[src/include/apb_reg_macros.svh]
`ifndef APB_REG_MACROS_SVH
`define APB_REG_MACROS_SVH

// ====================
// APB bus widths
// ====================
`define APB_ADDR_W 12
`define APB_DATA_W 32

// One strobe bit per data byte
`define APB_STRB_W (`APB_DATA_W / 8)

// ====================
// Register path sizing
// ====================
// Slots in each credit FIFO
`define REG_FIFO_DEPTH 4

// Read/write registers; status sits right above them
`define REG_COUNT 8

`endif
[src/source/apb_reg_pkg.sv]
`default_nettype none

`include "apb_reg_macros.svh"

package apb_reg_pkg;

    // ====================
    // APB side
    // ====================

    // Master to completer
    typedef struct packed {
        logic                   psel;
        logic                   penable;
        logic                   pwrite;
        logic [`APB_ADDR_W-1:0] paddr;
        logic [`APB_DATA_W-1:0] pwdata;
        logic [`APB_STRB_W-1:0] pstrb;
    } apb_req_t;

    // Completer to master
    typedef struct packed {
        logic                   pready;
        logic                   pslverr;
        logic [`APB_DATA_W-1:0] prdata;
    } apb_rsp_t;

    // ====================
    // Register link
    // ====================

    // Bridge to bank, through the request FIFO
    // Word address, already shifted down by two
    typedef struct packed {
        logic                   write;
        logic [`APB_ADDR_W-1:0] addr;
        logic [`APB_DATA_W-1:0] wdata;
        logic [`APB_STRB_W-1:0] be;
    } reg_req_t;

    // Bank to bridge, reads only
    typedef struct packed {
        logic [`APB_DATA_W-1:0] rdata;
        logic                   err;
    } reg_rsp_t;

endpackage

`default_nettype wire

[src/source/apb_reg_top.sv]
`default_nettype none

`include "apb_reg_macros.svh"

module apb_reg_top (
    input  wire logic                 apb_if,
    input  wire logic                 arst_n,
    input  wire apb_reg_pkg::apb_req_t apb_req,
    output apb_reg_pkg::apb_rsp_t      apb_rsp
);
    import apb_reg_pkg::*;

    // Bridge to request FIFO
    logic     bridge_req_valid;
    reg_req_t bridge_req;
    logic     bridge_req_credit;

    // Request FIFO to bank
    logic     bank_req_valid;
    reg_req_t bank_req;
    logic     bank_req_credit;

    // Bank to response FIFO
    logic     bank_rsp_valid;
    reg_rsp_t bank_rsp;
    logic     bank_rsp_credit;

    // Response FIFO to bridge
    logic     bridge_rsp_valid;
    reg_rsp_t bridge_rsp;
    logic     bridge_rsp_credit;

    // ====================
    // Producer
    // ====================
    apb_req_bridge bridge_i (
        .apb_if     (apb_if),
        .arst_n     (arst_n),
        .apb_req    (apb_req),
        .apb_rsp    (apb_rsp),
        .req_valid  (bridge_req_valid),
        .req        (bridge_req),
        .req_credit (bridge_req_credit),
        .rsp_valid  (bridge_rsp_valid),
        .rsp        (bridge_rsp),
        .rsp_credit (bridge_rsp_credit)
    );

    // ====================
    // Buffers
    // ====================
    // Bank takes one request at a time
    credit_fifo #(
        .payload_t   (reg_req_t),
        .DEPTH       (`REG_FIFO_DEPTH),
        .OUT_CREDITS (1)
    ) req_fifo_i (
        .apb_if     (apb_if),
        .arst_n     (arst_n),
        .in_valid   (bridge_req_valid),
        .in_data    (bridge_req),
        .in_credit  (bridge_req_credit),
        .out_valid  (bank_req_valid),
        .out_data   (bank_req),
        .out_credit (bank_req_credit)
    );

    // Bridge holds a single response
    credit_fifo #(
        .payload_t   (reg_rsp_t),
        .DEPTH       (`REG_FIFO_DEPTH),
        .OUT_CREDITS (1)
    ) rsp_fifo_i (
        .apb_if     (apb_if),
        .arst_n     (arst_n),
        .in_valid   (bank_rsp_valid),
        .in_data    (bank_rsp),
        .in_credit  (bank_rsp_credit),
        .out_valid  (bridge_rsp_valid),
        .out_data   (bridge_rsp),
        .out_credit (bridge_rsp_credit)
    );

    // ====================
    // Consumer
    // ====================
    reg_bank bank_i (
        .apb_if     (apb_if),
        .arst_n     (arst_n),
        .req_valid  (bank_req_valid),
        .req        (bank_req),
        .req_credit (bank_req_credit),
        .rsp_valid  (bank_rsp_valid),
        .rsp        (bank_rsp),
        .rsp_credit (bank_rsp_credit)
    );

endmodule

`default_nettype wire

[src/source/reg_bank.sv]
`default_nettype none

`include "apb_reg_macros.svh"

module reg_bank (
    input  wire logic                 apb_if,
    input  wire logic                 arst_n,

    // Requests from the request FIFO
    input  wire logic                 req_valid,
    input  wire apb_reg_pkg::reg_req_t req,
    output logic                      req_credit,

    // Read results toward the response FIFO
    output logic                      rsp_valid,
    output apb_reg_pkg::reg_rsp_t      rsp,
    input  wire logic                 rsp_credit
);
    import apb_reg_pkg::*;

    localparam int IDX_W = $clog2(`REG_COUNT);
    localparam int CRD_W = $clog2(`REG_FIFO_DEPTH + 1);

    reg_req_t               slot_q;
    logic                   slot_full;
    logic [`APB_DATA_W-1:0] regs [`REG_COUNT];
    logic [`APB_DATA_W-1:0] drop_cnt;
    logic [CRD_W-1:0]       rsp_crd;
    logic [IDX_W-1:0]       idx;
    logic                   in_range;
    logic                   is_status;
    logic                   exec;

    // ====================
    // Decode and issue
    // ====================
    assign idx       = slot_q.addr[IDX_W-1:0];
    assign in_range  = slot_q.addr < `APB_ADDR_W'(`REG_COUNT);
    assign is_status = slot_q.addr == `APB_ADDR_W'(`REG_COUNT);

    // Reads stall until the response FIFO has room
    assign exec       = slot_full && (slot_q.write || rsp_crd != '0);
    assign req_credit = exec;
    assign rsp_valid  = exec && !slot_q.write;

    always_comb begin
        rsp = '0;
        if (in_range) begin
            rsp.rdata = regs[idx];
        end else if (is_status) begin
            rsp.rdata = drop_cnt;
        end else begin
            rsp.err = 1'b1;
        end
    end

    // Input slot
    always_ff @(posedge apb_if) begin
        if (req_valid) begin
            slot_q <= req;
        end
    end

    always_ff @(posedge apb_if or negedge arst_n) begin
        if (!arst_n) begin
            slot_full <= 1'b0;
        end else if (req_valid) begin
            slot_full <= 1'b1;
        end else if (exec) begin
            slot_full <= 1'b0;
        end
    end

    // ====================
    // Register state
    // ====================
    always_ff @(posedge apb_if or negedge arst_n) begin
        if (!arst_n) begin
            for (int i = 0; i < `REG_COUNT; i++) begin
                regs[i] <= '0;
            end
            drop_cnt <= '0;
        end else if (exec && slot_q.write) begin
            if (in_range) begin
                for (int b = 0; b < `APB_STRB_W; b++) begin
                    if (slot_q.be[b]) begin
                        regs[idx][8*b +: 8] <= slot_q.wdata[8*b +: 8];
                    end
                end
            end else if (drop_cnt != '1) begin
                // Status or unmapped, counts as dropped
                drop_cnt <= drop_cnt + 1'b1;
            end
        end
    end

    // Response credits
    always_ff @(posedge apb_if or negedge arst_n) begin
        if (!arst_n) begin
            rsp_crd <= CRD_W'(`REG_FIFO_DEPTH);
        end else begin
            case ({rsp_valid, rsp_credit})
                2'b10:   rsp_crd <= rsp_crd - 1'b1;
                2'b01:   rsp_crd <= rsp_crd + 1'b1;
                default: rsp_crd <= rsp_crd;
            endcase
        end
    end

endmodule

`default_nettype wire

[src/source/apb_req_bridge.sv]
`default_nettype none

`include "apb_reg_macros.svh"

module apb_req_bridge (
    input  wire logic                 apb_if,
    input  wire logic                 arst_n,

    // APB completer side
    input  wire apb_reg_pkg::apb_req_t apb_req,
    output apb_reg_pkg::apb_rsp_t      apb_rsp,

    // Requests toward the bank
    output logic                      req_valid,
    output apb_reg_pkg::reg_req_t      req,
    input  wire logic                 req_credit,

    // Read results coming back
    input  wire logic                 rsp_valid,
    input  wire apb_reg_pkg::reg_rsp_t rsp,
    output logic                      rsp_credit
);
    import apb_reg_pkg::*;

    // ====================
    // Local types
    // ====================
    typedef enum logic [1:0] {
        ST_IDLE,
        ST_ACC_WR,
        ST_ACC_RD,
        ST_RD_WAIT
    } state_t;

    localparam int CRD_W = $clog2(`REG_FIFO_DEPTH + 1);

    state_t           state;
    state_t           next_state;
    reg_req_t         req_q;
    reg_rsp_t         rsp_q;
    logic             rsp_full;
    logic [CRD_W-1:0] req_crd;
    logic             send;
    logic             done_rd;
    logic             setup;

    // Setup phase of a new transfer
    assign setup = apb_req.psel && !apb_req.penable;

    // ====================
    // Transfer FSM
    // ====================
    always_ff @(posedge apb_if or negedge arst_n) begin
        if (!arst_n) begin
            state <= ST_IDLE;
        end else begin
            state <= next_state;
        end
    end

    always_comb begin
        next_state = state;
        send       = 1'b0;
        done_rd    = 1'b0;
        apb_rsp    = '0;
        case (state)
            ST_IDLE: begin
                if (setup) begin
                    next_state = apb_req.pwrite ? ST_ACC_WR : ST_ACC_RD;
                end
            end
            ST_ACC_WR: begin
                // Posted write, pready together with the send
                if (apb_req.penable && req_crd != '0) begin
                    send           = 1'b1;
                    apb_rsp.pready = 1'b1;
                    next_state     = ST_IDLE;
                end
            end
            ST_ACC_RD: begin
                if (apb_req.penable && req_crd != '0) begin
                    send       = 1'b1;
                    next_state = ST_RD_WAIT;
                end
            end
            ST_RD_WAIT: begin
                if (rsp_full) begin
                    done_rd         = 1'b1;
                    apb_rsp.pready  = 1'b1;
                    apb_rsp.pslverr = rsp_q.err;
                    apb_rsp.prdata  = rsp_q.rdata;
                    next_state      = ST_IDLE;
                end
            end
            default: begin
                next_state = ST_IDLE;
            end
        endcase
    end

    // Capture in setup, word address only
    always_ff @(posedge apb_if) begin
        if (state == ST_IDLE && setup) begin
            req_q.write <= apb_req.pwrite;
            req_q.addr  <= {2'b00, apb_req.paddr[`APB_ADDR_W-1:2]};
            req_q.wdata <= apb_req.pwdata;
            req_q.be    <= apb_req.pstrb;
        end
    end

    assign req_valid = send;
    assign req       = req_q;

    // ====================
    // Credits and response
    // ====================
    always_ff @(posedge apb_if or negedge arst_n) begin
        if (!arst_n) begin
            req_crd <= CRD_W'(`REG_FIFO_DEPTH);
        end else begin
            case ({send, req_credit})
                2'b10:   req_crd <= req_crd - 1'b1;
                2'b01:   req_crd <= req_crd + 1'b1;
                default: req_crd <= req_crd;
            endcase
        end
    end

    // Single response slot
    always_ff @(posedge apb_if) begin
        if (rsp_valid) begin
            rsp_q <= rsp;
        end
    end

    // Slot freed by the completing read, credit goes back a cycle later
    always_ff @(posedge apb_if or negedge arst_n) begin
        if (!arst_n) begin
            rsp_full   <= 1'b0;
            rsp_credit <= 1'b0;
        end else begin
            rsp_credit <= done_rd;
            if (rsp_valid) begin
                rsp_full <= 1'b1;
            end else if (done_rd) begin
                rsp_full <= 1'b0;
            end
        end
    end

endmodule

`default_nettype wire

[src/source/credit_fifo.sv]
`default_nettype none

`include "apb_reg_macros.svh"

module credit_fifo #(
    parameter type payload_t   = apb_reg_pkg::reg_req_t,
    parameter int  DEPTH       = `REG_FIFO_DEPTH,
    parameter int  OUT_CREDITS = 1
) (
    input  wire logic     apb_if,
    input  wire logic     arst_n,

    // Upstream, one credit per free slot
    input  wire logic     in_valid,
    input  wire payload_t in_data,
    output logic          in_credit,

    // Downstream
    output logic          out_valid,
    output payload_t      out_data,
    input  wire logic     out_credit
);
    localparam int PTR_W = (DEPTH > 1) ? $clog2(DEPTH) : 1;
    localparam int CNT_W = $clog2(DEPTH + 1);
    localparam int CRD_W = $clog2(OUT_CREDITS + 1);

    payload_t         mem [DEPTH];
    logic [PTR_W-1:0] wr_ptr;
    logic [PTR_W-1:0] rd_ptr;
    logic [CNT_W-1:0] count;
    logic [CRD_W-1:0] out_crd;
    logic             pop;

    // Head leaves as soon as downstream has room
    assign pop       = (count != '0) && (out_crd != '0);
    assign out_valid = pop;
    assign out_data  = mem[rd_ptr];
    assign in_credit = pop;

    // ====================
    // Storage
    // ====================
    always_ff @(posedge apb_if) begin
        if (in_valid) begin
            mem[wr_ptr] <= in_data;
        end
    end

    always_ff @(posedge apb_if or negedge arst_n) begin
        if (!arst_n) begin
            wr_ptr <= '0;
            rd_ptr <= '0;
        end else begin
            if (in_valid) begin
                wr_ptr <= (wr_ptr == PTR_W'(DEPTH - 1)) ? '0 : wr_ptr + 1'b1;
            end
            if (pop) begin
                rd_ptr <= (rd_ptr == PTR_W'(DEPTH - 1)) ? '0 : rd_ptr + 1'b1;
            end
        end
    end

    // ====================
    // Occupancy and credits
    // ====================
    always_ff @(posedge apb_if or negedge arst_n) begin
        if (!arst_n) begin
            count   <= '0;
            out_crd <= CRD_W'(OUT_CREDITS);
        end else begin
            case ({in_valid, pop})
                2'b10:   count <= count + 1'b1;
                2'b01:   count <= count - 1'b1;
                default: count <= count;
            endcase
            case ({pop, out_credit})
                2'b10:   out_crd <= out_crd - 1'b1;
                2'b01:   out_crd <= out_crd + 1'b1;
                default: out_crd <= out_crd;
            endcase
        end
    end

endmodule

`default_nettype wire

[config.mk]
export PLATFORM = sky130hd
export DESIGN_NAME = apb_reg_top
export DESIGN_NICKNAME = d
export VERILOG_FILES = /design/src/source/apb_reg_pkg.sv /design/src/source/apb_reg_top.sv /design/src/source/reg_bank.sv /design/src/source/apb_req_bridge.sv /design/src/source/credit_fifo.sv
export VERILOG_INCLUDE_DIRS = /design/src /design/src/include
export SDC_FILE = /design/constraint.sdc
export NUM_CORES = 1
export LEC_CHECK = 0
export BUFFER_PORTS_ARGS = -buffer_cell sky130_fd_sc_hd__buf_4
export CAP_MARGIN = 20
export CELL_PAD_IN_SITES_DETAIL_PLACEMENT = 2
export CELL_PAD_IN_SITES_GLOBAL_PLACEMENT = 2
export CORE_UTILIZATION = 48
export CTS_CLUSTER_DIAMETER = 150
export DETAILED_ROUTE_END_ITERATION = 6
export PLACE_DENSITY_LB_ADDON = 0.1
export SLEW_MARGIN = 15
export SYNTH_ARGS = -nofsm -noshare
export SYNTH_HDL_FRONTEND = slang
export SYNTH_HIERARCHICAL = 1
export SYNTH_SLANG_ARGS = --single-unit
[constraint.sdc]
create_clock -name apb_if -period 4.6 [get_ports apb_if]
set_clock_uncertainty 0.15 [all_clocks]
set_input_delay 0.69 -clock apb_if [delete_from_list [all_inputs] [get_ports apb_if]]
set_output_delay 0.69 -clock apb_if [all_outputs]
set_load 0.005 [all_outputs]
======== Word-level counts from Yosys, hierarchy flattened ========
Memories as Yosys holds them, arrays and structs flattened. A register that Yosys moved wholly into a read port is not among the register bits.
Cells that the tools add are included.
W data, S select, Z words.
word-level totals
  RAM bits ................................ 320
  flip-flop bits (word level) ............. 374
  input bits .............................. 53
  output and inout bits ................... 34
  memories ................................ 2
  logic and storage cells ................. 160
memory list
  memory          words  bits a word  read ports  clocked after Yosys merged registers in  write ports  line               RTL
  req_fifo_i.mem  4      47           1           1                                        1            credit_fifo.sv:27  payload_t mem [DEPTH];
  rsp_fifo_i.mem  4      33           1           1                                        1            credit_fifo.sv:27
operators by class
  muxes and demuxes ....................... 60
  reduce and logical (&&, ||, !) cells .... 27
  $add $sub $neg .......................... 17
  equality and inequality tests ........... 21
  magnitude comparators ................... 3
  bitwise gates (word level) .............. 2
operators by type and width
  kind                     count
  $mux W256                10
  $bwmux W256              4
  $demux W32 S3            4
  $mux W32                 5
  $bmux W32 S3             1
  $mux W34                 1
  $mux W33                 1
  $add A32 B1 Y32 const B  1
  $ne A32 B32 Y1 const B   1
  $mux W24                 1
  $pmux W3 S2              4
  $eq A2 B2 Y1 const B     10
  $mux W2                  9
  $mux W16                 1
  $mux W1                  14
  $add A3 B1 Y3 const B    4
  $eq A12 B4 Y1 const B    1
  $lt A12 B4 Y1 const B    1
  $reduce_bool A2 Y1       6
  $reduce_bool A3 Y1       4
  $sub A3 B1 Y3 const B    4
  $eq A2 B1 Y1 const B     5
  $logic_and A1 B1 Y1      9
  $add A2 B1 Y2 const B    4
  other kinds (17)         25

======== Longest topological paths before layout ========
Gate-level depths: netlist (run 1).
  depth after elaboration ................. 19
  mapped depth ............................ 11

======== By module ========
The synthesis (run 1) kept the hierarchy.
by module, submodules not included
  module                     cells an instance  instances  area an instance (sq um)
  reg_bank                   1102               1          15259.6
  credit_fifo at req_fifo_i  300                1          7598.5
  credit_fifo at rsp_fifo_i  216                1          5282.6
  apb_req_bridge             162                1          3100.5

======== Worst setup path before layout (run 1) ========
Ideal clock, no wire load.
  kind .................................... input -> register
  start point ............................. input port apb_req[49] (netlist bit)
  end point ............................... register bridge_i.req_q, in the netlist bridge_i/req[0] (enable)
  setup slack ............................. 1186 ps
  required time ........................... 3998 ps
  stages .................................. 2
  setup time .............................. 452 ps
  data arrival time ....................... 2812 ps
  path buffers ............................ 0
  cells stage by stage .................... nand2b_1 nor2_1
on the way
  cells in the longest elaborated chain, start to end .. 3
ends and longest elaborated chain
  element              line                   RTL
  start, declared      apb_reg_top.sv:8       input wire apb_reg_pkg::apb_req_t apb_req,
  $logic_not A1 Y1     apb_req_bridge.sv:48   assign setup = apb_req.psel && !apb_req.penable;
  $logic_and A1 B1 Y1  apb_req_bridge.sv:48
  $logic_and A1 B1 Y1  apb_req_bridge.sv:103  if (state == ST_IDLE && setup) begin
  end, declared        apb_req_bridge.sv:39   reg_req_t req_q;
No other way between the ends.
A chain may end at the register's enable or synchronous reset.

==> results.md, run 1 <==
* Outcome: complete, no violations
* Postcts setup bufs at 0
* Slew Viols, Final at 0
* CORE AREA at 64,350 µm²
* Worst-path clk slew at 0.06 ns
* Max_cap viols at 0
* Rows at 93
* Initial antenna violation count at 1
* Vias per cell at 5.794
* Die area at 66,110 µm²
* CTS tree: done
* Inserted Diodes at 0
* H-tree levels at 3
* Number of CTS-inserted buffers at 81
* Crit. End Element: flop
* Synth Area per Inst at 17.55 µm²
* Worst hold-check path type: input pin to flop
* Die height at 257.1 µm
* Peak supply drop at 0.4312 mV
* Tcrit/Tclk final at 69.17%
* Headroom to the max-slew limit at 30.03%
* Number of flops mapped to enable cells by yosys at 457
* Fin Setup TNS at 0 ns
* Synth top area share at 43.93%
* Crit path required time at 4.82 ns
* Initial core utilization at 48.55%
* DRC Markers at 0
* Power Density at 405.7 nW/µm²
* Worst-path maximum fanout at 26
* Share of layout cells above drive strength 1 at 32.93%
* Count of nets after finishing at 1,994
* Avg WL per Cell at 27.39 µm
* Clk buf depth at 3
* Gpl congestion at 0.7965
* Total clock sinks at 772
* Die width at 257.1 µm
* Worst skew pair latency at 0.64 ns
* DRT iter0 DRCs at 847
* Post-CTS Resized at 0
* Drt first pass iters at 5
* Post-Syn Area at 31,240 µm²
* First-pass GRT wire length at 120,800 µm
* Min cycle time layout at 3.182 ns
* Syn Inst Count at 1,780
* Worst EP arrival at 3.40 ns
* RSZ-0062 raised after global routing: false
* P&R area growth vs syn at 13.97%
* DP Cell Count at 2,688
* Synth cell types at 64
* Final-report setup violation count at 0
* Total grt overflow at 0
* Seq cells post-synth at 772
* DP Wirelength at 50,490 µm
* Endpoints failing hold at 0
* Buffers on Ports at 84
* Vias in the first global route at 18,799
* Tightest Pin Transition at 1.050 ns
* Largest net degree at the start of global routing at 106
* Final ANT Viol Nets at 0
* Total number of vias at 16,444
* CTS Root Cell: clkbuf_16
* Global Route Usage Sum at 24.36%
* Sequential area share after synthesis at 69.17%
* Top cells by area, synth: edfxtp_1 (44%), dfrtp_1 (25%), mux2_2 (9.8%), mux4_2 (6.8%), mux2i_1 (1.2%)
* Startpoint Class: flop
* I/O pin total at 87
* Area leader, netlist: edfxtp_1
* Max Freq at 314.3 MHz
* Final Instance Count excl. Fillers at 2,838
* Post-CTS Hold Buffers at 1
* Tot Pwr at 14.45 mW
* Drt total wl at 77,730 µm
* Main synth FF type: edfxtp_1
* Static Leakage at 13.96 nW
* Syn. warnings at 6
* Ys async rst share at 40.80%
* WS Path Type: flop to flop
## per-layer routing
| layer | up-vias | wire, µm | track usage (%) |
|---|---|---|---|
| met5 | - | 0 | 0 |
| met4 | 0 | 1515 | 6.283 |
| met1 | 8927 | 34930 | 32.82 |
| met3 | 120 | 1872 | 3.231 |
| met2 | 240 | 39420 | 41.82 |
| li1 | 7157 | - | - |
## critical path: stages (launching register included)
cell	delay (ns)
edfxtp_1	0.80
buf_4	0.42
buf_4	0.42
nor2_1	0.17
a221oi_1	0.36
o22ai_1	0.24
a22o_1	0.33
## registers in the layout (all words and copies together) (netlist names), 32 cells and up
signal / count
bridge_i/rsp_q: 33
req_fifo_i/mem: 196
bank_i/drop_cnt: 32
rsp_fifo_i/mem: 132
bank_i/slot_q: 46
bridge_i/req: 47
bank_i/regs: 256
## path summary, 6_finish.rpt
kind	from	endpoint	slack, ns	depth (start not counted)
min reg2reg	bridge_i/rsp_credit	rsp_fifo_i/out_crd	0.26	1
min in group asynchronous	arst_n	bridge_i/rsp_full	0.49	2
max in group asynchronous	arst_n	bank_i/regs[19]	2.67	3
max	bank_i/idx[1]	rsp_fifo_i/mem[1][29]	1.42	6
max reg2reg	bank_i/idx[1]	rsp_fifo_i/mem[1][29]	1.42	6
min	apb_req[33]	bridge_i/req[33]	0.07	1
## final cells by class
type                            count  area (µm²)
Timing Repair Buffer              128       996.0
Multi-Input combinational cell    906        9087
Fill cell                        5496       28740
Tap cell                          855        1070
Inverter                           28       105.1
Clock buffer                      109        2213
Sequential cell                   772       21620
Clock inverter                     40       515.5
## cell usage in the layout (no fill, tap or decap), types with 22 or more instances in the layout
master,synthesis,final
mux4_2,94,94
nand2_1,83,83
a221oi_1,30,30
mux2_2,271,271
inv_1,25,24
and3_1,40,40
buf_4,4,124
mux2i_1,39,39
dfrtp_1,311,307
edfxtp_1,457,457
clkbuf_16,0,82
nor2_1,42,41
o21ai_0,29,29
xnor2_1,22,22
## power by group
part	internal, mW	switching, mW
Clock	3.93	2.80
Sequential	7.41	0.0518
Combinational	0.0818	0.180
Total	11.4	3.03
## synthesized netlist by cell type (4+ instances only)
| library cell | n |
|---|---|
| a211oi_1 | 4 |
| a21oi_1 | 8 |
| a221oi_1 | 30 |
| a22o_1 | 17 |
| a22oi_1 | 18 |
| and2_1 | 15 |
| and3_1 | 40 |
| buf_1 | 9 |
| buf_12 | 8 |
| buf_2 | 21 |
| buf_4 | 4 |
| clkbuf_1 | 31 |
| dfrtp_1 | 311 |
| dfstp_2 | 4 |
| edfxtp_1 | 457 |
| fa_1 | 4 |
| ha_1 | 20 |
| inv_1 | 25 |
| mux2_1 | 12 |
| mux2_2 | 271 |
| mux2i_1 | 39 |
| mux4_1 | 6 |
| mux4_2 | 94 |
| nand2_1 | 83 |
| nand2b_1 | 5 |
| nand3_1 | 15 |
| nand4_1 | 17 |
| nor2_1 | 42 |
| nor2_4 | 14 |
| nor2b_1 | 6 |
| nor3_1 | 9 |
| nor4_1 | 8 |
| o211ai_1 | 5 |
| o21ai_0 | 29 |
| o22ai_1 | 13 |
| xnor2_1 | 22 |
| xor2_1 | 21 |
## per-stage QoR
| stage | setup slack, ns | hold WS, ns | util, % | cell area [µm²] |
|---|---|---|---|---|
| 3_3_place_gp | 1.500 | 0.2443 | 51.08 | 32870 |
| 3_5_place_dp | 1.423 | 0.2618 | 51.08 | 32870 |
| 2_1_floorplan | 1.186 | 0.2400 | - | 31250 |
| 5_1_grt | 1.271 | 0.04286 | 55.33 | 35610 |
| 6_report | 1.418 | 0.07006 | 55.33 | 35610 |
| 4_1_cts | 1.398 | 0.04095 | 55.33 | 35610 |
## kinds of logic after synthesis
kind of cell             Yosys count  share of synthesized area, %
AO/OA/AOI/OAI                    137                         3.160
XOR/XNOR                          43                         1.205
adder cells (fa/ha/maj)           24                         1.057
buffers and inverters            103                         1.834
flip-flops                       772                         69.17
multiplexers                     422                         18.73
other                              1                       0.01200
AND/OR/NAND/NOR                  278                         4.826
No activity file was read; power rests on OpenSTA's default activity.
==> inputs of run 2 (changes only) <==
--- a/config.mk
+++ b/config.mk
@@ -6,11 +6,12 @@
 export SDC_FILE = /design/constraint.sdc
 export NUM_CORES = 1
 export LEC_CHECK = 0
+export ABC_AREA = 1
 export BUFFER_PORTS_ARGS = -buffer_cell sky130_fd_sc_hd__buf_4
 export CAP_MARGIN = 20
 export CELL_PAD_IN_SITES_DETAIL_PLACEMENT = 2
 export CELL_PAD_IN_SITES_GLOBAL_PLACEMENT = 2
-export CORE_UTILIZATION = 48
+export CORE_UTILIZATION = 37
 export CTS_CLUSTER_DIAMETER = 150
 export DETAILED_ROUTE_END_ITERATION = 6
 export PLACE_DENSITY_LB_ADDON = 0.1
==> constraint.sdc (replaced) <==
create_clock -name apb_if -period 2.8 [get_ports apb_if]
set_clock_uncertainty 0.15 [all_clocks]
set_input_delay 0.42 -clock apb_if [delete_from_list [all_inputs] [get_ports apb_if]]
set_output_delay 0.42 -clock apb_if [all_outputs]
set_load 0.005 [all_outputs]
==> results.md, run 2 <==
* Syn Inst Count at 3,616
* Max_cap viols at 0
* Power Density at 586.9 nW/µm²
* Buffers on Ports at 84
* Crit. End Element: flop
* Startpoint Class: flop
* Postcts setup bufs at 0
* Total number of vias at 25,210
* Worst Hold Slack at 0.08242 ns
* WS Path Type: flop to flop
* Drt total wl at 106,500 µm
* Final ANT Viol Nets at 0
* Fin Setup TNS at 0 ns
* Total clock sinks at 772
* Design area at 40,390 µm²
* Initial antenna violation count at 0
* Static Leakage at 18.45 nW
* Gpl congestion at 0.8323
* Commonest cells post-synth: nand2_1 (1,775), edfxtp_1 (457), dfrtp_1 (311), inv_1 (283), nor2_1 (127)
* Leading cell type in the layout, fill and taps excluded: nand2_1
* Placement-stage cell area at 37,030 µm²
* Worst path max stage delay at 0.54 ns
* P&R area growth vs syn at 16.80%
* DP Wirelength at 72,870 µm
* Synth cell types at 42
* Synth top area share at 39.69%
* Count of nets after finishing at 3,865
* Total grt overflow at 0
* Slew Viols, Final at 0
* Peak supply drop at 0.5241 mV
* First-pass GRT wire length at 168,800 µm
* Met2 Wirelength at 55,270 µm
* Endpoints failing hold at 0
* Rows at 111
* Delay-heaviest family, CP: buffers and inverters
* Drt first pass iters at 5
* Initial core utilization at 37.55%
* DR WL met3 at 2125 µm
* CP Cell Sequence: nor2_1, nand2_1, nor2_4, nand2_1, inv_1, o21ai_0, buf_4, nand2_1
* RSZ-0062 raised after global routing: false
* Seq cells post-synth at 772
* Worst-path maximum fanout at 14
* DRT iter0 DRCs at 1,084
* Die height at 307.7 µm
* Crit path required time at 3.15 ns
* Most common cell on crit path: nand2_1
* Largest net degree at the start of global routing at 66
* Most frequent cells in the layout: nand2_1 (1,775), edfxtp_1 (457), dfrtp_1 (308)
* Headroom to the max-slew limit at 43.92%
* Avg WL per Cell at 20.87 µm
* Number of flops mapped to enable cells by yosys at 457
* Max FFs per register at 256
* Buf+Inv Stages, Crit Path at 2
* Tightest Pin Transition at 0.8412 ns
* Tcrit/Tclk final at 96.19%
* Share of layout cells above drive strength 1 at 12.61%
* Global Route Usage Sum at 23.26%
* Die area at 94,680 µm²
* Vias in the first global route at 28,912
* Top cells by area, synth: edfxtp_1 (40%), dfrtp_1 (23%), nand2_1 (19%), inv_1 (3.1%), o211ai_2 (3.0%)
* CORE AREA at 92,080 µm²
* Synth Area per Inst at 9.563 µm²
* Worst EP arrival at 3.04 ns
* Die width at 307.7 µm
* Vias per cell at 4.938
* Worst-path clk slew at 0.06 ns
* DRC Markers at 0
* Sequential area share after synthesis at 62.50%
* Worst skew pair latency at 0.67 ns
* Tot Pwr at 23.70 mW
* Max Freq at 371.3 MHz
* CP max stage cell: inv_1
* Clk buf depth at 3
* Area leader, netlist: edfxtp_1
* Syn. warnings at 6
* M1 WL at 46,680 µm
* Worst hold-check path type: input pin to flop
* Main synth FF type: edfxtp_1
* Number of CTS-inserted buffers at 90
* Top Registers: bank_i/regs x256, req_fifo_i/mem x196, rsp_fifo_i/mem x132
* I/O pin total at 87
* CTS Root Cell: clkbuf_16
* Final-report setup violation count at 0
* DR top layer: met4
* Min cycle time layout at 2.693 ns
* Most instantiated library cell after synthesis: nand2_1
* Ys async rst share at 40.80%
* Outcome: complete, no violations
* Top reg by flops: bank_i/regs
* Inserted Diodes at 0
* Post-Syn Area at 34,580 µm²
* H-tree levels at 3
* CTS tree: done
==> run 2: logic make-up (layout without fill, tap and decap cells) <==
family	Yosys count	count (layout)	share of synthesized area (%)
and+or+nand+nor	2057	2057	23.43
DFF	772	772	62.50
buffers and inverters	467	712	6.180
AOI/OAI and AO/OA	273	273	6.365
adders and majority gates	24	24	0.9553
xor gates and xnor gates	21	21	0.5319
other	1	2	0.01084
muxes	1	1	0.03256
==> run 2: path summary, 6_finish.rpt <==
path,from,to,slack [ns],depth (start not counted)
worst max register to register,bank_i/slot_q[43],rsp_fifo_i/mem[3][2],0.11,8
worst min register to register,bank_i/regs[134],bank_i/regs[134],0.32,2
worst min-delay path,apb_req[50],bridge_i/state[0],0.08,5
max in group asynchronous,arst_n,bank_i/regs[229],1.48,3
min in group asynchronous,arst_n,bank_i/regs[188],0.15,2
worst max-delay path,bank_i/slot_q[43],rsp_fifo_i/mem[3][2],0.11,8
==> run 2: per-layer routing <==
metal,GRT usage [%],vias to the layer above
met3,2.718,153
met4,6.132,0
met5,0,-
met2,42.53,265
li1,-,11900
met1,28.84,12892
==> run 2: stage by stage <==
step                      cells  worst slack (ns)  util, %
after floorplan            3617           0.08278        -
after global placement     4890            0.1939    40.21
after detailed placement   4890            0.1121    40.21
after CTS                  5105           0.04919    43.86
after global routing       5105          0.001485    43.86
final                      5105            0.1066    43.86
==> run 2: area by class of cell <==
cell class                      count  area, µm²
Clock buffer                      122       2507
Clock inverter                     44      356.6
Fill cell                        9818      51690
Inverter                          297       1119
Multi-Input combinational cell   2378      10850
Sequential cell                   772      21620
Tap cell                         1243       1555
Timing Repair Buffer              249       2375
==> run 2: worst reg2reg max path, cell delays in order, from the launching register on <==
cell      delay, ns
edfxtp_1       0.38
nor2_1         0.18
nand2_1        0.19
nor2_4         0.14
nand2_1        0.12
inv_1          0.54
o21ai_0        0.45
buf_4          0.26
nand2_1        0.12
==> run 2: repair_timing <==
item                                   in CTS  in global routing
resized for setup                           1                  0
endpoints found under the hold margin      95                  0
setup endpoints to repair                  28                  0
hold buffers                               49                  0
==> run 2: report_power, final <==
group | internal (mW) | switching, mW | leakage, nW | total [mW]
clock | 6.65 | 4.83 | 1.41 | 11.5
sequential | 12.0 | 0 | 8.09 | 12.0
combinational | 0.113 | 0.134 | 8.96 | 0.247
total | 18.7 | 4.96 | 18.5 | 23.7
